File: src/seg_scan_defines.svh
// sizes fixed at 16 lanes, so LEVEL_NUM must stay log2(LANE_NUM) and SCAN_LATENCY = LEVEL_NUM + 1
`ifndef SEG_SCAN_DEFINES_SVH
`define SEG_SCAN_DEFINES_SVH

// lane data path
`define LANE_NUM       16
`define LEVEL_NUM      4
`define VALUE_WIDTH    32
`define ACC_ID_WIDTH   4

// destination sideband
`define DST_CHAN_NUM   4
`define DST_ID_WIDTH   16
`define MASK_WIDTH     16

// four scan levels plus the output register
`define SCAN_LATENCY   5

`endif

File: src/scan_pkg.sv
// lane types for the reduction path; values are unsigned and sums wrap modulo 2^VALUE_WIDTH
`include "seg_scan_defines.svh"

package scan_pkg;

    // one lane
    typedef logic [`VALUE_WIDTH-1:0]  value_t;
    typedef logic [`ACC_ID_WIDTH-1:0] acc_id_t;

    // all lanes of one cycle, lane 0 in the low slot
    typedef value_t  [`LANE_NUM-1:0] lane_values_t;
    typedef acc_id_t [`LANE_NUM-1:0] lane_ids_t;

    // one flag per lane
    typedef logic [`LANE_NUM-1:0] lane_mask_t;

endpackage

File: src/segment_output.sv
// final register stage; seg_end trusts the contiguous-id precondition and does not check it
`timescale 1ns/1ps
`include "seg_scan_defines.svh"

module segment_output (
    input  logic                   clk,
    input  logic                   rst,
    input  scan_pkg::lane_values_t scan_values,
    input  scan_pkg::lane_ids_t    scan_ids,
    input  logic                   dly_valid,
    output scan_pkg::lane_values_t sums,
    output scan_pkg::lane_ids_t    out_ids,
    output scan_pkg::lane_mask_t   seg_end,
    output logic                   out_valid
);

    import scan_pkg::*;

    lane_mask_t run_last;
    lane_mask_t next_seg_end;

    // a lane closes its run when the next lane starts another id
    always_comb begin
        for (int i = 0; i < `LANE_NUM - 1; i++) begin
            run_last[i] = (scan_ids[i + 1] != scan_ids[i]);
        end
        // top lane always ends whatever run it is in
        run_last[`LANE_NUM - 1] = 1'b1;
    end

    assign next_seg_end = dly_valid ? run_last : '0;

    always_ff @(posedge clk) begin
        if (rst) begin
            sums      <= '0;
            out_ids   <= '0;
            seg_end   <= '0;
            out_valid <= 1'b0;
        end else begin
            sums      <= scan_values;
            out_ids   <= scan_ids;
            seg_end   <= next_seg_end;
            out_valid <= dly_valid;
        end
    end

endmodule

File: config.mk
export PLATFORM = sky130hd
export DESIGN_NAME = segment_output
export DESIGN_NICKNAME = d
export VERILOG_FILES = /design/src/scan_pkg.sv /design/src/segment_output.sv
export VERILOG_INCLUDE_DIRS = /design/src
export SDC_FILE = /design/constraint.sdc
export NUM_CORES = 1
export LEC_CHECK = 0
export BUFFER_PORTS_ARGS = -buffer_cell sky130_fd_sc_hd__buf_2
export CELL_PAD_IN_SITES_DETAIL_PLACEMENT = 1
export CELL_PAD_IN_SITES_GLOBAL_PLACEMENT = 1
export CORE_AREA = 2 2 462 464
export CTS_BUF_LIST = sky130_fd_sc_hd__clkbuf_16
export CTS_CLUSTER_DIAMETER = 60
export DETAILED_ROUTE_END_ITERATION = 12
export DIE_AREA = 0 0 464 466
export PLACE_DENSITY_LB_ADDON = 0.15
export SYNTH_ARGS = -nofsm -noshare
export SYNTH_HDL_FRONTEND = slang
export SYNTH_SLANG_ARGS = --single-unit
File: constraint.sdc
create_clock -name clk -period 1 [get_ports clk]
set_clock_uncertainty 0.05 [all_clocks]
set_input_delay 0.05 -clock clk [delete_from_list [all_inputs] [get_ports clk]]
set_output_delay 0.05 -clock clk [all_outputs]
set_load 0.02 [all_outputs]
==> metrics.md, run 1 <==
| Metric | Value |
|---|---|
| Predominant post-synthesis flop cell | dfxtp_1 |
| Syn avg cell area | 12.67 um^2 |
| Die Ht | 466 um |
| Netlist cell types | 12 |
| Post-synth top area cell | dfxtp_1 |
| Yosys warnings | 0 |
| Share of the synthesized area in the top cell type | 71.29% |
| H-tree depth | 3 |
| # clock sinks | roughly 600 |
| Flops & latches, synth | 592 |
| Routability Congestion | 0.7681 |
| Mapped Area | roughly 17000 um^2 |
| Port-buffer cells | between 1000 and 1500 |
| # hold bufs at CTS | 1099 |
| Ys async rst share | 0% |
| Count leader, synth | dfxtp_1 |
| Clk root buf | clkbuf_16 |
| Net count after synthesis | 1891 |
| FP Rows | roughly 170 |
| Initial Util | under 10% |
| Mapped Cells | around 1300 |
| Clk buf depth | 3 |
| Num CTS Buffers | 94 |
| # IOs | 1172 |
| Synth area leaders | dfxtp_1 (71%), nor2b_1 (16%), and2b_1 (6.8%) |
| Stop Error | [ERROR RSZ-0060] Max buffer count reached. |
| Status | did not finish |
| Post-synth EDFFs | 0 |
| Failed at | 4_1_cts |
| # Post-CTS Setup Buffers | 0 |
| Post-CTS sizing | ~1800 |
| Seq/Total Area, Yosys | 71.29% |
| Placed wire-length estimate | 90740 um |
| Post-synth top cells | dfxtp_1 (592), nor2b_1 (426), and2b_1 (150) |
| Chip width | around 460 um |
[logic make-up after synthesis]
group,count (synthesis),share of synthesized area [%]
xor+xnor,60,3.161
compound gates,15,0.7903
simple gates,577,22.84
flops,592,71.29
buf+inv,68,1.919
[metrics by stage]
stage               setup TNS [ps]  std cells  worst slack, ps  cell area (um^2)
detailed placement           -4476       5320           -82.44             26540
global placement             -3322       5320           -87.05             26540
floorplan                        0       1312            109.0             16620
==> inputs of run 2 (changes only) <==
Settings changed: CELL_PAD_IN_SITES_DETAIL_PLACEMENT 1 to not set, CELL_PAD_IN_SITES_GLOBAL_PLACEMENT 1 to not set, CORE_AREA 2 2 462 464 to 2 2 460 462, CTS_BUF_LIST sky130_fd_sc_hd__clkbuf_16 to not set, CTS_CLUSTER_DIAMETER 60 to not set, DIE_AREA 0 0 464 466 to 0 0 462 464.
==> metrics.md, run 2 <==
| Metric | Value |
|---|---|
| Seq/Total Area, Yosys | 71.29% (unchanged) |
| Kind of critical path | flip-flop to output port |
| Syn avg cell area | 12.67 um^2 (unchanged) |
| Setup violators final | 610 |
| Fin nets | 4262 |
| Critical path's top delay family | flip-flops |
| Predominant post-synthesis flop cell | dfxtp_1 (unchanged) |
| Core area | 209200 um^2 |
| Post-synth EDFFs | 0 (unchanged) |
| Failing checks | negative hold slack, negative setup slack |
| Net count after synthesis | 1891 (unchanged) |
| Port-buffer cells | 1171 (unchanged) |
| Cell Pwr Density | 1524 nW/um^2 |
| Layout cell share with drive strength beyond 1 | 53.28% |
| Final Cycle Share | 137.0% |
| Buf+Inv Stages, Crit Path | 1 |
| WL final | 115900 um |
| Status | finished, violations left (was did not finish) |
| Mapped Area | 16620 um^2 (unchanged) |
| Clk buf depth | 3 (unchanged) |
| CTS tree | yes |
| Via count | ~18000 |
| Crit-path slowest cell | dfxtp_4 |
| Post-DR wirelength/cell | 17.61 um |
| Commonest non-fill, non-tap cell in the layout | dlygate4sd3_1 |
| DRC viols | 0 |
| Slew headroom | 63.04% |
| Yosys warnings | 0 (unchanged) |
| Post-synth top cells | dfxtp_1 (592), nor2b_1 (426), and2b_1 (150) (unchanged) |
| Biggest register | sums |
| Final hold violation count | 21 |
| Crit path max fanout | 1 |
| Routability Congestion | 0.8063 (was 0.7681) |
| Die Ht | 464 um (was 466 um) |
| Share of the synthesized area in the top cell type | 71.29% (unchanged) |
| WHS | -303.4 ps |
| Flops & latches, synth | 592 (unchanged) |
| Initial Util | 7.949% (was 7.870%) |
| # IOs | 1172 (unchanged) |
| Vias in the first global route | 20750 |
| Chip width | 462 um (was 464 um) |
| CP Data Required Time | about 900 ps |
| Clk root buf | clkbuf_16 (unchanged) |
| Initial antenna violation count | 51 |
| Antenna Nets Post-Route | 0 |
| Num CTS Buffers | 82 (was 94) |
| Vias per cell | 2.793 |
| Clock transition at path regs | 50 ps |
| FP Rows | 168 (was 169) |
| Final Critical Period | 1370 ps |
| Crit path to | sums[43] |
| Fin. max-slew vios | 0 |
| Largest registers | sums (512), out_ids (64), seg_end (16) |
| Critical path depth | 1 |
| Power, Total | 0.06865 W |
| LEAKAGE | 19.79 nW |
| Worst path cell trace | buf_6 |
| Place WS | -100.6 ps (was -82.44 ps) |
| Most frequent cells in the layout | dlygate4sd3_1 (1079), buf_6 (576), buf_2 (573) |
| Crit path DAT | 1270 ps |
| Total grt overflow | 0 |
| Final WS setup | -370.4 ps |
| Fillers | between 20000 and 25000 |
| DR pass1 iterations | 4 |
| Crit path capture type | output port |
| Final Non-Filler Cells | about 6600 |
| Synth area leaders | dfxtp_1 (71%), nor2b_1 (16%), and2b_1 (6.8%) (unchanged) |
| Max-cap violation count | 0 |
| Hold Path Class | input port to flip-flop |
| Largest register FFs | 512 |
| CP max stage delay | 440 ps |
| Startpoint types | flip-flop |
| Die area | 214400 um^2 |
| Iteration-0 DRC Markers | approximately 380 |
| Placed wire-length estimate | 90440 um (was 90740 um) |
| Pin count of the biggest net entering global routing | 55 |
| Netlist cell types | 12 (unchanged) |
| Count leader, synth | dfxtp_1 (unchanged) |
| RSZ-0062 raised after global routing | true |
| P&R area growth vs syn | 171.0% |
| Mapped Cells | 1312 (unchanged) |
| Post-synth top area cell | dfxtp_1 (unchanged) |
| Worst Setup SP | sums[43]$_SDFF_PP0_ |
| Ys async rst share | 0% (unchanged) |
| H-tree depth | 3 (unchanged) |
| DP Cell Count | 5321 (was 5320) |
| Max Clock Freq | between 700 and 800 MHz |
| # clock sinks | 592 (unchanged) |
| VDD IR max | 0.001266 V |
| Gr usage total | between 10% and 20% |
| Global-route wire length before repair | between 150000 and 200000 um |
| Worst-margin pin slew | 554.5 ps |
## run 2: cell counts after synthesis
No cell type changed its count.
## run 2: power by group
| part | switching (W) | internal, W |
|---|---|---|
| combinational | 0.00483 | 0.00706 |
| clock | 0.0124 | 0.0185 |
| sequential | 0.000754 | 0.0251 |
## run 2: timing repair
item / in CTS / in global routing
endpoints found under the hold margin: 592 / 36
pin swaps: 0 / 0
resized for setup: 1827 / 17
hold buffers: 1085 / 1
cloned: 0 / 1
buffers inserted: 0 / 2
setup endpoints to repair: 593 / 646
## run 2: per-layer routing
layer	wire, um	vias up	GRT usage, %
met5	80	-	0
met4	4565	14	4.184
met3	11540	190	4.574
met2	57640	913	18.75
met1	42090	8483	10.51
li1	-	8792	-
## run 2: cell families (layout without fill, tap and decap cells)
kind of cell,count (synthesis),in the layout,share of synthesized area [%]
xor+xnor,60,60,3.161
other cells,0,33,0
simple gates,577,577,22.84
buf+inv,68,2502,1.919
compound gates,15,15,0.7903
flops,592,592,71.29
## run 2: metrics by stage
stage,instance area (um^2),TNS (ps),util (%)
6_report,45060,-136550,21.54
4_1_cts,44910,-209740,21.47
3_5_place_dp,26640,-8110,12.74
2_1_floorplan,16620,0,-
3_3_place_gp,26640,-6643,12.74
5_1_grt,45030,-198490,21.53
## run 2: area by class of cell
| cell class | count | area, um^2 | area share (%) |
|---|---|---|---|
| inverter | 1 | 3.754 | 0.008331 |
| clock buffer | 115 | 2379 | 5.279 |
| tap | 2805 | 3510 | 7.790 |
| multi-input combinational | 652 | 4462 | 9.903 |
| clock inverter | 32 | 441.7 | 0.9803 |
| sequential | 592 | 12670 | 28.12 |
| timing repair buffer | 2354 | 21510 | 47.74 |
| antenna | 33 | 82.58 | 0.1833 |
## run 2: worst min path at each step
stage,slack [ps],end,cells after the start,startpoint
CTS,-410,out_ids[2]$_SDFF_PP0_,3,rst
detailed placement,210,sums[34]$_SDFF_PP0_,2,scan_values[34]
finish,-300,out_ids[2]$_SDFF_PP0_,3,rst
global placement,200,sums[363]$_SDFF_PP0_,2,scan_values[363]
floorplan,130,out_ids[0]$_SDFF_PP0_,1,scan_ids[0]
global route,-380,out_ids[2]$_SDFF_PP0_,3,rst
Power figures use the tool's default switching activity.
