<file path="src/seg_scan_defines.svh">
// sizes fixed at 16 lanes, so LEVEL_NUM must stay log2(LANE_NUM) and SCAN_LATENCY = LEVEL_NUM + 1
`ifndef SEG_SCAN_DEFINES_SVH
`define SEG_SCAN_DEFINES_SVH

// lane data path
`define LANE_NUM       16
`define LEVEL_NUM      4
`define VALUE_WIDTH    32
`define ACC_ID_WIDTH   4

// destination sideband
`define DST_CHAN_NUM   4
`define DST_ID_WIDTH   16
`define MASK_WIDTH     16

// four scan levels plus the output register
`define SCAN_LATENCY   5

`endif

</file>
<file path="src/vertex_pkg.sv">
// destination sideband types; the payload is carried as is and never inspected
`include "seg_scan_defines.svh"

package vertex_pkg;

    typedef logic [`DST_ID_WIDTH-1:0] dst_id_t;
    typedef logic [`MASK_WIDTH-1:0]   src_mask_t;

    // one entry per destination channel
    typedef dst_id_t   [`DST_CHAN_NUM-1:0] dst_ids_t;
    typedef src_mask_t [`DST_CHAN_NUM-1:0] src_masks_t;
    typedef logic      [`DST_CHAN_NUM-1:0] chan_bits_t;

endpackage
</file>
<file path="src/sideband_delay.sv">
// fixed delay of SCAN_LATENCY cycles for the destination channels, the valid tap one stage earlier
`timescale 1ns/1ps
`include "seg_scan_defines.svh"

module sideband_delay (
    input  logic                   clk,
    input  logic                   rst,
    input  logic                   in_valid,
    input  vertex_pkg::dst_ids_t   in_dst_ids,
    input  vertex_pkg::src_masks_t in_src_masks,
    input  vertex_pkg::chan_bits_t in_dst_valid,
    output logic                   dly_valid,
    output vertex_pkg::dst_ids_t   out_dst_ids,
    output vertex_pkg::src_masks_t out_src_masks,
    output vertex_pkg::chan_bits_t out_dst_valid
);

    import vertex_pkg::*;

    localparam int data_depth  = `SCAN_LATENCY;
    // the last valid stage lives in segment_output
    localparam int valid_depth = `SCAN_LATENCY - 1;

    logic [valid_depth-1:0] valid_pipe;

    dst_ids_t   dst_ids_pipe   [data_depth];
    src_masks_t src_masks_pipe [data_depth];
    chan_bits_t dst_valid_pipe [data_depth];

    always_ff @(posedge clk) begin
        if (rst) begin
            valid_pipe <= '0;
            for (int s = 0; s < data_depth; s++) begin
                dst_ids_pipe[s]   <= '0;
                src_masks_pipe[s] <= '0;
                dst_valid_pipe[s] <= '0;
            end
        end else begin
            valid_pipe        <= {valid_pipe[valid_depth-2:0], in_valid};
            dst_ids_pipe[0]   <= in_dst_ids;
            src_masks_pipe[0] <= in_src_masks;
            dst_valid_pipe[0] <= in_dst_valid;
            for (int s = 1; s < data_depth; s++) begin
                dst_ids_pipe[s]   <= dst_ids_pipe[s - 1];
                src_masks_pipe[s] <= src_masks_pipe[s - 1];
                dst_valid_pipe[s] <= dst_valid_pipe[s - 1];
            end
        end
    end

    assign dly_valid     = valid_pipe[valid_depth-1];
    assign out_dst_ids   = dst_ids_pipe[data_depth-1];
    assign out_src_masks = src_masks_pipe[data_depth-1];
    assign out_dst_valid = dst_valid_pipe[data_depth-1];

endmodule

</file>
<file path="config.mk">
export PLATFORM = sky130hd
export DESIGN_NAME = sideband_delay
export DESIGN_NICKNAME = d
export VERILOG_FILES = /design/src/vertex_pkg.sv /design/src/sideband_delay.sv
export VERILOG_INCLUDE_DIRS = /design/src
export SDC_FILE = /design/constraint.sdc
export NUM_CORES = 1
export LEC_CHECK = 0
export BUFFER_PORTS_ARGS = -buffer_cell sky130_fd_sc_hd__buf_2
export CAP_MARGIN = 0
export CORE_AREA = 2 2 182 184
export CTS_CLUSTER_DIAMETER = 30
export DETAILED_ROUTE_END_ITERATION = 8
export DIE_AREA = 0 0 184 186
export PLACE_DENSITY_LB_ADDON = 0.1
export RECOVER_POWER = 100
export REMOVE_ABC_BUFFERS = 1
export SLEW_MARGIN = 20
export SYNTH_ARGS = -nofsm -noshare
export SYNTH_HDL_FRONTEND = slang
export SYNTH_SLANG_ARGS = --single-unit
</file>
<file path="constraint.sdc">
create_clock -name clk -period 3 [get_ports clk]
set_input_delay 0.75 -clock clk [delete_from_list [all_inputs] [get_ports clk]]
set_output_delay 0.75 -clock clk [all_outputs]
set_load 0.03 [all_outputs]
</file>
# Word level (Yosys, flattened, before mapping)
# Memory sizes are Yosys's and may differ from the RTL's.
# Cells that the tools add are included.
# word_totals
reg_bits,4
ramBits,660
inputBits,135
output_inout_bits,133
word_cells,37
mem_count,3
# op_classes
mux,18
bitwise,15
# memory_table
memory,words,word_bits,read_ports,rd_ports_with_merged_regs,write_ports,line_no,rtl
dst_ids_pipe,5,64,5,0,5,sideband_delay.sv:26,dst_ids_t dst_ids_pipe [data_depth];
src_masks_pipe,5,64,5,0,5,sideband_delay.sv:27,src_masks_t src_masks_pipe [data_depth];
dst_valid_pipe,5,4,5,0,5,sideband_delay.sv:28,chan_bits_t dst_valid_pipe [data_depth];
# op_table
op,n
two-way mux 64 bit,10
two-way mux 4 bit,5
OR 1 bit,15
two-way mux 1 bit,3

# Longest topological paths before layout
# Gate-level depths: netlist (run 1).
# logic_depth
ltp_word,3
ltp_mapped,4
depth_no_buf,1

# Worst setup path after synthesis (run 1)
# OpenSTA, ideal clock, no wires.
# synth_path
path_kind,input to register
start,in rst
end,mem dst_ids_pipe[0][287] in the netlist's numbering
setup_time_ns,0.114
arrival_ns,1.428
setup_slack_ns,1.458
cell_stages,4
path_buffers,3
cell_sequence,buf_6 buf_6 clkbuf_1 and2b_1
# synth_rtl
item,line_no,rtl
"start, declared",sideband_delay.sv:7,"input logic rst,"
"end, declared",sideband_delay.sv:26,

==> run metrics, run 1 <==
outcome finished, violations left; violated checks capacitance limit, slew limit; CP Launch Type input pin; I/O pins 268; crit-path max cell delay 1.31 ns; Max VDD drop 580 uV; average vias per placed instance 4.23; fill count 2227; smallest hold slack 0.341 ns; Die Footprint 34200 sq um; row cnt 66; Clock Skew 0.0119 ns; worst skew pair latency 0.61 ns; Clock transition at path regs 0.06 ns; GPL Wtd Cong 0.729; crit-path cells buf_8, buf_2, and2b_1; Flop pwr share 41.6%; port bufs 267; Post-route DRC 0; Least-Margin Pin Slew 1.73 ns; clock share of power 56.3%; CP Class in2reg; TritonCTS Sinks 664; R2R cell count 1; RSZ-0062 raised after global routing no; r2r endpoint src_masks_pipe[0][300]; Mapped Cells 1534; Net Switching 0.00469 W; max cap viols 2; CTS tree built; initial drt markers 276; Yosys cell types 6; Setup Fix Bufs, Post-CTS 0; WP data arrival 2.72 ns; FF+latch area 13300 sq um; Worst R2R Start src_masks_pipe[0][236]; Post-DRT Antenna Nets 0; largest net degree at the start of global routing 118; H-tree levels 3; DRT Pass-1 Iters 4; root buf cell clkbuf_16; effective utilization at floorplan 59.1%; Max clock buf depth 3; Via Count 9359; routed length per placed instance 11.8 microns; detailed placer's ending HPWL 14800 microns; multi-input logic area 4400 sq um; crit end category flip-flop; Die Y 186 microns; combinational power share 2.1%; count of state elements after synthesis 664; CP bufs+invs 2; Seq/Total Area, Yosys 69.9%; Switching Share 21.3%; DRT Wirelength 26000 microns; Final min period 2.23 ns; WP data required 3.49 ns; Setup violations, final 0; commonest non-fill, non-tap cell in the layout dfxtp_1; Mean Syn Cell Area 12.4 sq um; total CTS buffers 103; Worst Setup EP src_masks_pipe[0][180]; Levels on crit path 3; Hold Buf Count CTS 0; Yosys Warn Count 0; share of layout cells above drive strength 1 18.4%; CP max-delay cell buf_2; Post-Syn Area 19000 sq um; first-pass GRT wire length 41100 microns; Pins Over Slew Limit 224; area growth from synthesis to layout 22.0%; internal power 0.0173 W; Rel. slew slack -15.0%; GRT Total Usage 15.2%; Core Box Area 32200 sq um; # nets final 1847; DIE WIDTH 184 microns; commonest cells after routing, fill and taps aside dfxtp_1 (664), nor2b_1 (466), and2b_1 (198); Top Family by Delay on Critical Path buffers and inverters; Peak Freq 449 MHz; CTS-repair resized insts 0; r2r setup slk 2.38 ns; Leak 10.2 nW; pwr dens 946 nW/um^2; vias in the first global route 8826; Final Hold Fails 0; initial antenna violation count 6; Hold WC Path Type in2reg; largest fanout on the critical path 117; post-route setup TNS 0 ns; final worst-path cycle share 74.2%; Worst setup startpoint rst; grt total ovfl 0
[area by class of cell]
type	instances	area share, %
Sequential cell	664	57.3
Timing Repair Buffer	279	5.30
Tap cell	408	2.20
Clock inverter	83	4.72
Antenna cell	2	0.0216
Multi-Input combinational cell	664	19.0
Clock buffer	113	11.5
[layer usage]
layer	global-route usage, %	vias up	part of all wire [%]
li1	-	4897	-
met5	0	-	0.21
met2	25.1	245	47
met1	17.1	4149	42
met3	5.63	60	7.5
met4	7.97	8	2.6
[cell families (layout without fill, tap and decap cells)]
kind of cell,Yosys count,in the layout,synth area share [%]
and+or+nand+nor,664,664,23.1
DFF,664,664,69.9
other,0,2,0
buffers and inverters,206,475,6.99
[power by group through the flow]
stage	clock, W	sequential (W)	combinational, W
after floorplan	0	0.00934	0.000198
after global routing	0.0131	0.00916	0.000530
after detailed placement	0	0.00932	0.000497
after global placement	0	0.00931	0.000487
final	0.0124	0.00914	0.000472
after CTS	0.0126	0.00914	0.000502
[synth_stat cells]
| cell type | n | share of area (%) |
|---|---|---|
| clkbuf_1 | 66 | 1.3 |
| nor2b_1 | 466 | 15 |
| and2b_1 | 198 | 7.8 |
| dfxtp_1 | 664 | 70 |
| buf_4 | 132 | 5.2 |
| buf_6 | 8 | 0.47 |
[flip-flops by register name (all words and copies together), names as in the netlist]
signal          cells
src_masks_pipe    320
dst_valid_pipe     20
dst_ids_pipe      320
valid_pipe          4
[metrics by stage]
stage | util [%] | instance area, sq um | total power [W] | instances | setup slack (ns)
floorplan | - | 17700 | 0.00954 | 1328 | 1.79
global placement | 61.2 | 19700 | 0.00980 | 2015 | 1.10
detailed placement | 61.2 | 19700 | 0.00982 | 2015 | 1.07
CTS | 72.9 | 23500 | 0.0223 | 2211 | 1.03
global route | 72.1 | 23200 | 0.0228 | 2212 | 0.518
finish | 72.1 | 23200 | 0.0220 | 2213 | 0.773
[worst min path at each step]
stage | from | to | slack [ns] | depth (start not counted)
3_3_place_gp | dst_ids_pipe[0][104] | dst_ids_pipe[0][168] | 0.41 | 1
2_1_floorplan | dst_ids_pipe[0][37] | dst_ids_pipe[0][101] | 0.41 | 1
6_report | in_src_masks[47] | src_masks_pipe[0][47] | 0.34 | 2
3_5_place_dp | src_masks_pipe[0][231] | src_masks_pipe[0][295] | 0.42 | 1
4_1_cts | in_src_masks[47] | src_masks_pipe[0][47] | 0.30 | 2
5_1_grt | in_src_masks[53] | src_masks_pipe[0][53] | 0.33 | 2
No activity file was read; power rests on OpenSTA's default activity.
==> run 2, diff against run 1 <==
--- a/config.mk
+++ b/config.mk
@@ -8,10 +8,10 @@
 export LEC_CHECK = 0
 export BUFFER_PORTS_ARGS = -buffer_cell sky130_fd_sc_hd__buf_2
 export CAP_MARGIN = 0
-export CORE_AREA = 2 2 182 184
+export CORE_AREA = 2 2 188 190
 export CTS_CLUSTER_DIAMETER = 30
 export DETAILED_ROUTE_END_ITERATION = 8
-export DIE_AREA = 0 0 184 186
+export DIE_AREA = 0 0 190 192
 export PLACE_DENSITY_LB_ADDON = 0.1
 export RECOVER_POWER = 100
 export REMOVE_ABC_BUFFERS = 1
==> constraint.sdc (replaced) <==
create_clock -name clk -period 2.24 [get_ports clk]
set_input_delay 0.56 -clock clk [delete_from_list [all_inputs] [get_ports clk]]
set_output_delay 0.56 -clock clk [all_outputs]
set_load 0.03 [all_outputs]
==> run 2 against run 1 <==
The flow finishes with violations (capacitance limit). Clock-buffer cell count increased by 20. Register-to-register slack got worse by 0.74 ns. Critical path depth down 2. First-iteration DRC count fell by 6.2%. Critical endpoint is now out_src_masks[5].
==> run metrics, run 2 (same netlist as run 1, synthesis figures left out) <==
outcome finished, violations left (unchanged); violated checks capacitance limit (was capacitance limit, slew limit); largest fanout on the critical path 1 (was 117); smallest hold slack 0.143 ns (was 0.341 ns); CTS-repair resized insts 0 (unchanged); share of layout cells above drive strength 1 19.0% (was 18.4%); I/O pins 268 (unchanged); worst skew pair latency 0.62 ns (was 0.61 ns); grt total ovfl 0 (unchanged); Post-Route Utilization 69.3% (was 72.1%); initial antenna violation count 4 (was 6); Post-route DRC 0 (unchanged); Final min period 1.86 ns; # nets final 1875 (was 1847); Setup violations, final 0 (unchanged); post-route setup TNS 0 ns (unchanged); Leak 10.4 nW (was 10.2 nW); Post-DRT Antenna Nets 0 (unchanged); crit end category primary output (was flip-flop); FF+latch area 13300 sq um (unchanged); port bufs 267 (unchanged); average vias per placed instance 4.09 (was 4.23); CP bufs+invs 1 (was 2); GRT Total Usage 15.0% (was 15.2%); detailed placer's ending HPWL 15800 microns (was 14800 microns); H-tree levels 3 (unchanged); Die Footprint 36500 sq um (was 34200 sq um); R2R cell count 1 (unchanged); multi-input logic area 4400 sq um (unchanged); row cnt 68 (was 66); initial drt markers 259 (was 276); Core Box Area 34300 sq um (was 32200 sq um); fill count 2549 (was 2227); area growth from synthesis to layout 24.8% (was 22.0%); WP data required 1.68 ns (was 3.49 ns); max cap viols 1 (was 2); Pins Over Slew Limit 0 (was 224); Least-Margin Pin Slew 1.50 ns (was 1.73 ns); total CTS buffers 113 (was 103); first-pass GRT wire length 43200 microns (was 41100 microns); # placed instances 2080 (was 2015); TritonCTS Sinks 664 (unchanged); WP data arrival 1.30 ns (was 2.72 ns); CP Class reg2out (was in2reg); Rel. slew slack 0.211% (was -15.0%); biggest registers after layout dst_ids_pipe: 320 flops, src_masks_pipe: 320 flops, dst_valid_pipe: 20 flops (unchanged); RSZ-0062 raised after global routing no (unchanged); CTS tree built (unchanged); routed length per placed instance 11.8 microns (about the same); Hold Crit Start in_dst_ids[1] (was in_src_masks[47]); DRT Pass-1 Iters 4 (unchanged); crit-path cells clkbuf_1 (was buf_8, buf_2, and2b_1); Max clock buf depth 3 (unchanged); commonest cells after routing, fill and taps aside dfxtp_1 (664), nor2b_1 (466), and2b_1 (198) (unchanged); CP Launch Type flip-flop (was input pin); final worst-path cycle share 83.2%; DIE WIDTH 190 microns (was 184 microns); Worst R2R Start dst_valid_pipe[0][9] (was src_masks_pipe[0][236]); CP max-delay cell dfxtp_1 (was buf_2); GPL Wtd Cong 0.714 (was 0.729); Worst Hold Path EP dst_ids_pipe[0][1] (was src_masks_pipe[0][47]); Hold Buf Count CTS 0 (unchanged); Setup Fix Bufs, Post-CTS 0 (unchanged); Die Y 192 microns (was 186 microns); root buf cell clkbuf_16 (unchanged); Peak Freq 537 MHz; Top Family by Delay on Critical Path flip-flops (was buffers and inverters); Hold WC Path Type in2reg (unchanged); r2r endpoint dst_valid_pipe[0][13] (was src_masks_pipe[0][300]); commonest non-fill, non-tap cell in the layout dfxtp_1 (unchanged); Clock transition at path regs 0.05 ns (was 0.06 ns); pwr dens 1300 nW/um^2 (was 946 nW/um^2); r2r setup slk 1.64 ns (was 2.38 ns); vias in the first global route 9137 (was 8826); DRT Wirelength 27000 microns (was 26000 microns); largest net degree at the start of global routing 90 (was 118); effective utilization at floorplan 55.5% (was 59.1%); non-filler cells, final 2292 (was 2213); Worst setup startpoint src_masks_pipe[0][261] (was rst); crit-path max cell delay 0.38 ns (was 1.31 ns); Via Count 9381 (was 9359); Final Hold Fails 0 (unchanged); Max VDD drop 862 uV (was 580 uV); Clock Skew 0.0229 ns (was 0.0119 ns); depth of the worst hold-timing path 2 (unchanged)
[run 2: cell count changes in the layout (fill, tap and decap cells not counted), sizes merged]
cell / change
clkbuf: +33
inv: -20
clkinv: +7
buf: +5
bufinv: +5
clkinvlp: +3
diode: -1
[run 2: worst max-delay path by stage]
stage                                   to  slack [ns]  cells past startpoint
detailed placement   src_masks_pipe[0][50]        0.68                      3
CTS                        out_dst_ids[56]        0.44                      1
global placement      dst_ids_pipe[0][292]        0.70                      4
global route        src_masks_pipe[0][212]        0.24                      4
finish                    out_src_masks[5]        0.38                      1
floorplan                        dly_valid        1.22                      0
[run 2: per-layer routing]
metal  part of all wire, %  up-vias  track usage [%]
met4                   2.2        6             7.39
li1                      -     4938                -
met5                  0.13        -                0
met3                   7.0       60             5.96
met1                    43     4144             17.4
met2                    47      233             24.3
[run 2: through the flow]
step	setup WS (ns)	area, sq um	power [W]
2_1_floorplan	1.22	17700	0.0128
3_3_place_gp	0.695	20000	0.0132
3_5_place_dp	0.678	20000	0.0132
4_1_cts	0.441	24100	0.0313
5_1_grt	0.244	23700	0.0319
6_report	0.377	23700	0.0308
[run 2: cell type report]
type,count,area share [%]
flip-flops and latches,664,56.0
multi-input cells,664,18.5
clock buffers,133,12.9
repair buffers,297,5.71
clock inverters,78,4.46
well taps,455,2.40
diodes,1,0.0105
[run 2: power by group]
part | switching [W] | internal, W
Clock | 0.00574 | 0.0121
Sequential | 0.0000652 | 0.0122
Combinational | 0.000326 | 0.000332
Total | 0.00613 | 0.0247
==> run 3, diff against run 2 <==
--- a/config.mk
+++ b/config.mk
@@ -8,10 +8,10 @@
 export LEC_CHECK = 0
 export BUFFER_PORTS_ARGS = -buffer_cell sky130_fd_sc_hd__buf_2
 export CAP_MARGIN = 0
-export CORE_AREA = 2 2 188 190
+export CORE_AREA = 2 2 199 201
 export CTS_CLUSTER_DIAMETER = 30
 export DETAILED_ROUTE_END_ITERATION = 8
-export DIE_AREA = 0 0 190 192
+export DIE_AREA = 0 0 201 203
 export PLACE_DENSITY_LB_ADDON = 0.1
 export RECOVER_POWER = 100
 export REMOVE_ABC_BUFFERS = 1
==> constraint.sdc (replaced) <==
create_clock -name clk -period 1.7 [get_ports clk]
set_input_delay 0.425 -clock clk [delete_from_list [all_inputs] [get_ports clk]]
set_output_delay 0.425 -clock clk [all_outputs]
set_load 0.03 [all_outputs]
==> run 3 against run 2 <==
The run now ends clean. Core utilization down 4.0 points. Via count up 2.9%. Sequential share of layout area down 3.0 points. Combinational power up 61%. Global-route usage down 1.1 points. Die area up 12%. Cell area up 5.7%. Critical path type unchanged. Largest power group unchanged. Highest routed layer unchanged.
==> run metrics, run 3 (same netlist as run 1, synthesis figures left out) <==
outcome complete, no violations (was finished, violations left); port bufs 267 (unchanged); H-tree levels 3 (unchanged); total CTS buffers 116 (was 113); fill count 2913 (was 2549); Final Hold Fails 0 (unchanged); crit-path cells clkbuf_2 (was clkbuf_1); depth of the worst hold-timing path 2 (unchanged); R2R cell count 1 (unchanged); detailed placer's ending HPWL 16400 microns (was 15800 microns); Via Count 9653 (was 9381); r2r endpoint dst_ids_pipe[0][303] (was dst_valid_pipe[0][13]); CTS-repair resized insts 0 (unchanged); Die Y 203 microns (was 192 microns); DRT Wirelength 28200 microns (was 27000 microns); Area after DPL 20000 sq um (about the same); initial antenna violation count 2 (was 4); grt total ovfl 0 (unchanged); vias in the first global route 9613 (was 9137); crit-path max cell delay 0.37 ns (was 0.38 ns); Max clock buf depth 3 (unchanged); Setup Fix Bufs, Post-CTS 0 (unchanged); Core Box Area 38500 sq um (was 34300 sq um); largest net degree at the start of global routing 99 (was 90); Worst R2R Start dst_ids_pipe[0][239] (was dst_valid_pipe[0][9]); commonest cells after routing, fill and taps aside dfxtp_1 (664), nor2b_1 (466), and2b_1 (198) (unchanged); commonest non-fill, non-tap cell in the layout dfxtp_1 (unchanged); crit end category primary output (unchanged); Hold WC Path Type in2reg (unchanged); Final min period 1.63 ns; r2r setup slk 1.13 ns (was 1.64 ns); first-pass GRT wire length 45700 microns (was 43200 microns); biggest registers after layout dst_ids_pipe: 320 flops, src_masks_pipe: 320 flops, dst_valid_pipe: 20 flops (unchanged); CTS tree built (unchanged); Setup violations, final 0 (unchanged); CP bufs+invs 1 (unchanged); effective utilization at floorplan 49.5% (was 55.5%); initial drt markers 237 (was 259); clock share of power 58.9% (was 58.1%); worst skew pair latency 0.62 ns (about the same); post-route setup TNS 0 ns (unchanged); Peak Freq 614 MHz; Post-Place Setup Slack 0.341 ns (was 0.678 ns); combinational power share 2.5% (was 2.1%); internal power 0.0338 W (was 0.0247 W); Least-Margin Pin Slew 1.22 ns (was 1.50 ns); I/O pins 268 (unchanged); Rel. slew slack 18.6% (was 0.211%); Die Footprint 40800 sq um (was 36500 sq um); largest fanout on the critical path 1 (unchanged); Clock transition at path regs 0.05 ns (about the same); Leak 11.4 nW (was 10.4 nW); WP data required 1.27 ns (was 1.68 ns); Top Family by Delay on Critical Path flip-flops (unchanged); DRT Pass-1 Iters 4 (unchanged); max cap viols 0 (was 1); area growth from synthesis to layout 32.0% (was 24.8%); row cnt 72 (was 68); n_diodes 0 (was 1); CP max-delay cell dfxtp_1 (unchanged); Clock Skew 0.0131 ns (was 0.0229 ns); routed length per placed instance 11.6 microns (was 11.8 microns); final instance area 25100 sq um (was 23700 sq um); CP Class reg2out (unchanged); # nets final 1945 (was 1875); Post-DRT Antenna Nets 0 (unchanged); Flop pwr share 38.6% (was 39.8%); final worst-path cycle share 95.8%; GPL Wtd Cong 0.700 (was 0.714); TritonCTS Sinks 664 (unchanged); CP Launch Type flip-flop (unchanged); average vias per placed instance 3.97 (was 4.09); final worst slack 0.0722 ns (was 0.377 ns); RSZ-0062 raised after global routing no (unchanged); Pins Over Slew Limit 0 (unchanged); Switching Share 19.3% (was 19.9%); share of layout cells above drive strength 1 25.9% (was 19.0%); smallest hold slack 0.0303 ns (was 0.143 ns); Post-route DRC 0 (unchanged); GRT Total Usage 14.0% (was 15.0%); pwr dens 1670 nW/um^2 (was 1300 nW/um^2); Hold Crit Start in_src_masks[61] (was in_dst_ids[1]); Worst Hold Path EP src_masks_pipe[0][61] (was dst_ids_pipe[0][1]); DIE WIDTH 201 microns (was 190 microns); Net Switching 0.00807 W (was 0.00613 W); root buf cell clkbuf_16 (unchanged); WP data arrival 1.20 ns (was 1.30 ns); Max VDD drop 1020 uV (was 862 uV)
[run 3: cell count changes in the layout (fill, tap and decap cells not counted), sizes merged]
cell	previous run	this run
buf	140	152
dlygate4sd3	0	74
bufinv	20	22
diode	1	0
clkbuf	290	291
clkinv	35	24
clkinvlp	12	11
[run 3: worst max-delay path by stage]
stage	from	to	slack (ns)	cells after the start
after CTS	dst_ids_pipe[0][295]	out_dst_ids[39]	0.03	1
after detailed placement	rst	dst_valid_pipe[0][3]	0.34	4
final	dst_ids_pipe[0][295]	out_dst_ids[39]	0.07	1
after global placement	rst	dst_ids_pipe[0][288]	0.34	4
after floorplan	valid_pipe[3]	dly_valid	0.82	0
after global routing	dst_ids_pipe[0][302]	out_dst_ids[46]	0.03	1
[run 3: timing repair]
item,in CTS,in global routing
hold buffers,74,0
endpoints found under the setup margin,0,0
endpoints found under the hold margin,74,0
[run 3: final cells by class]
type / instances / area [sq um] / area share, %
Timing Repair Buffer: 364 / 2420 / 9.65
Multi-Input combinational cell: 664 / 4400 / 17.5
Sequential cell: 664 / 13300 / 52.9
Clock buffer: 153 / 3340 / 13.3
Clock inverter: 68 / 1000 / 4.00
Tap cell: 518 / 648 / 2.58
[run 3: per-stage QoR]
step                instances  utilization (%)  power (W)
detailed placement       2136             52.1     0.0174
global placement         2136             52.1     0.0174
floorplan                1328                -     0.0168
finish                   2431             65.3     0.0419
global route             2431             65.3     0.0434
CTS                      2431             65.3     0.0424
[run 3: metal layers]
layer	vias up	routed length, microns	GRT usage [%]
li1	5074	-	-
met1	4268	12600	16.6
met2	244	12700	22.0
met3	63	2000	5.04
met4	4	877	7.96
met5	-	30	0
[run 3: power groups by stage]
stage	logic (W)	clock network (W)	registers, W
2_1_floorplan	0.000350	0	0.0165
3_3_place_gp	0.000936	0	0.0164
3_5_place_dp	0.000948	0	0.0164
4_1_cts	0.00109	0.0252	0.0161
5_1_grt	0.00117	0.0260	0.0162
6_report	0.00106	0.0246	0.0161
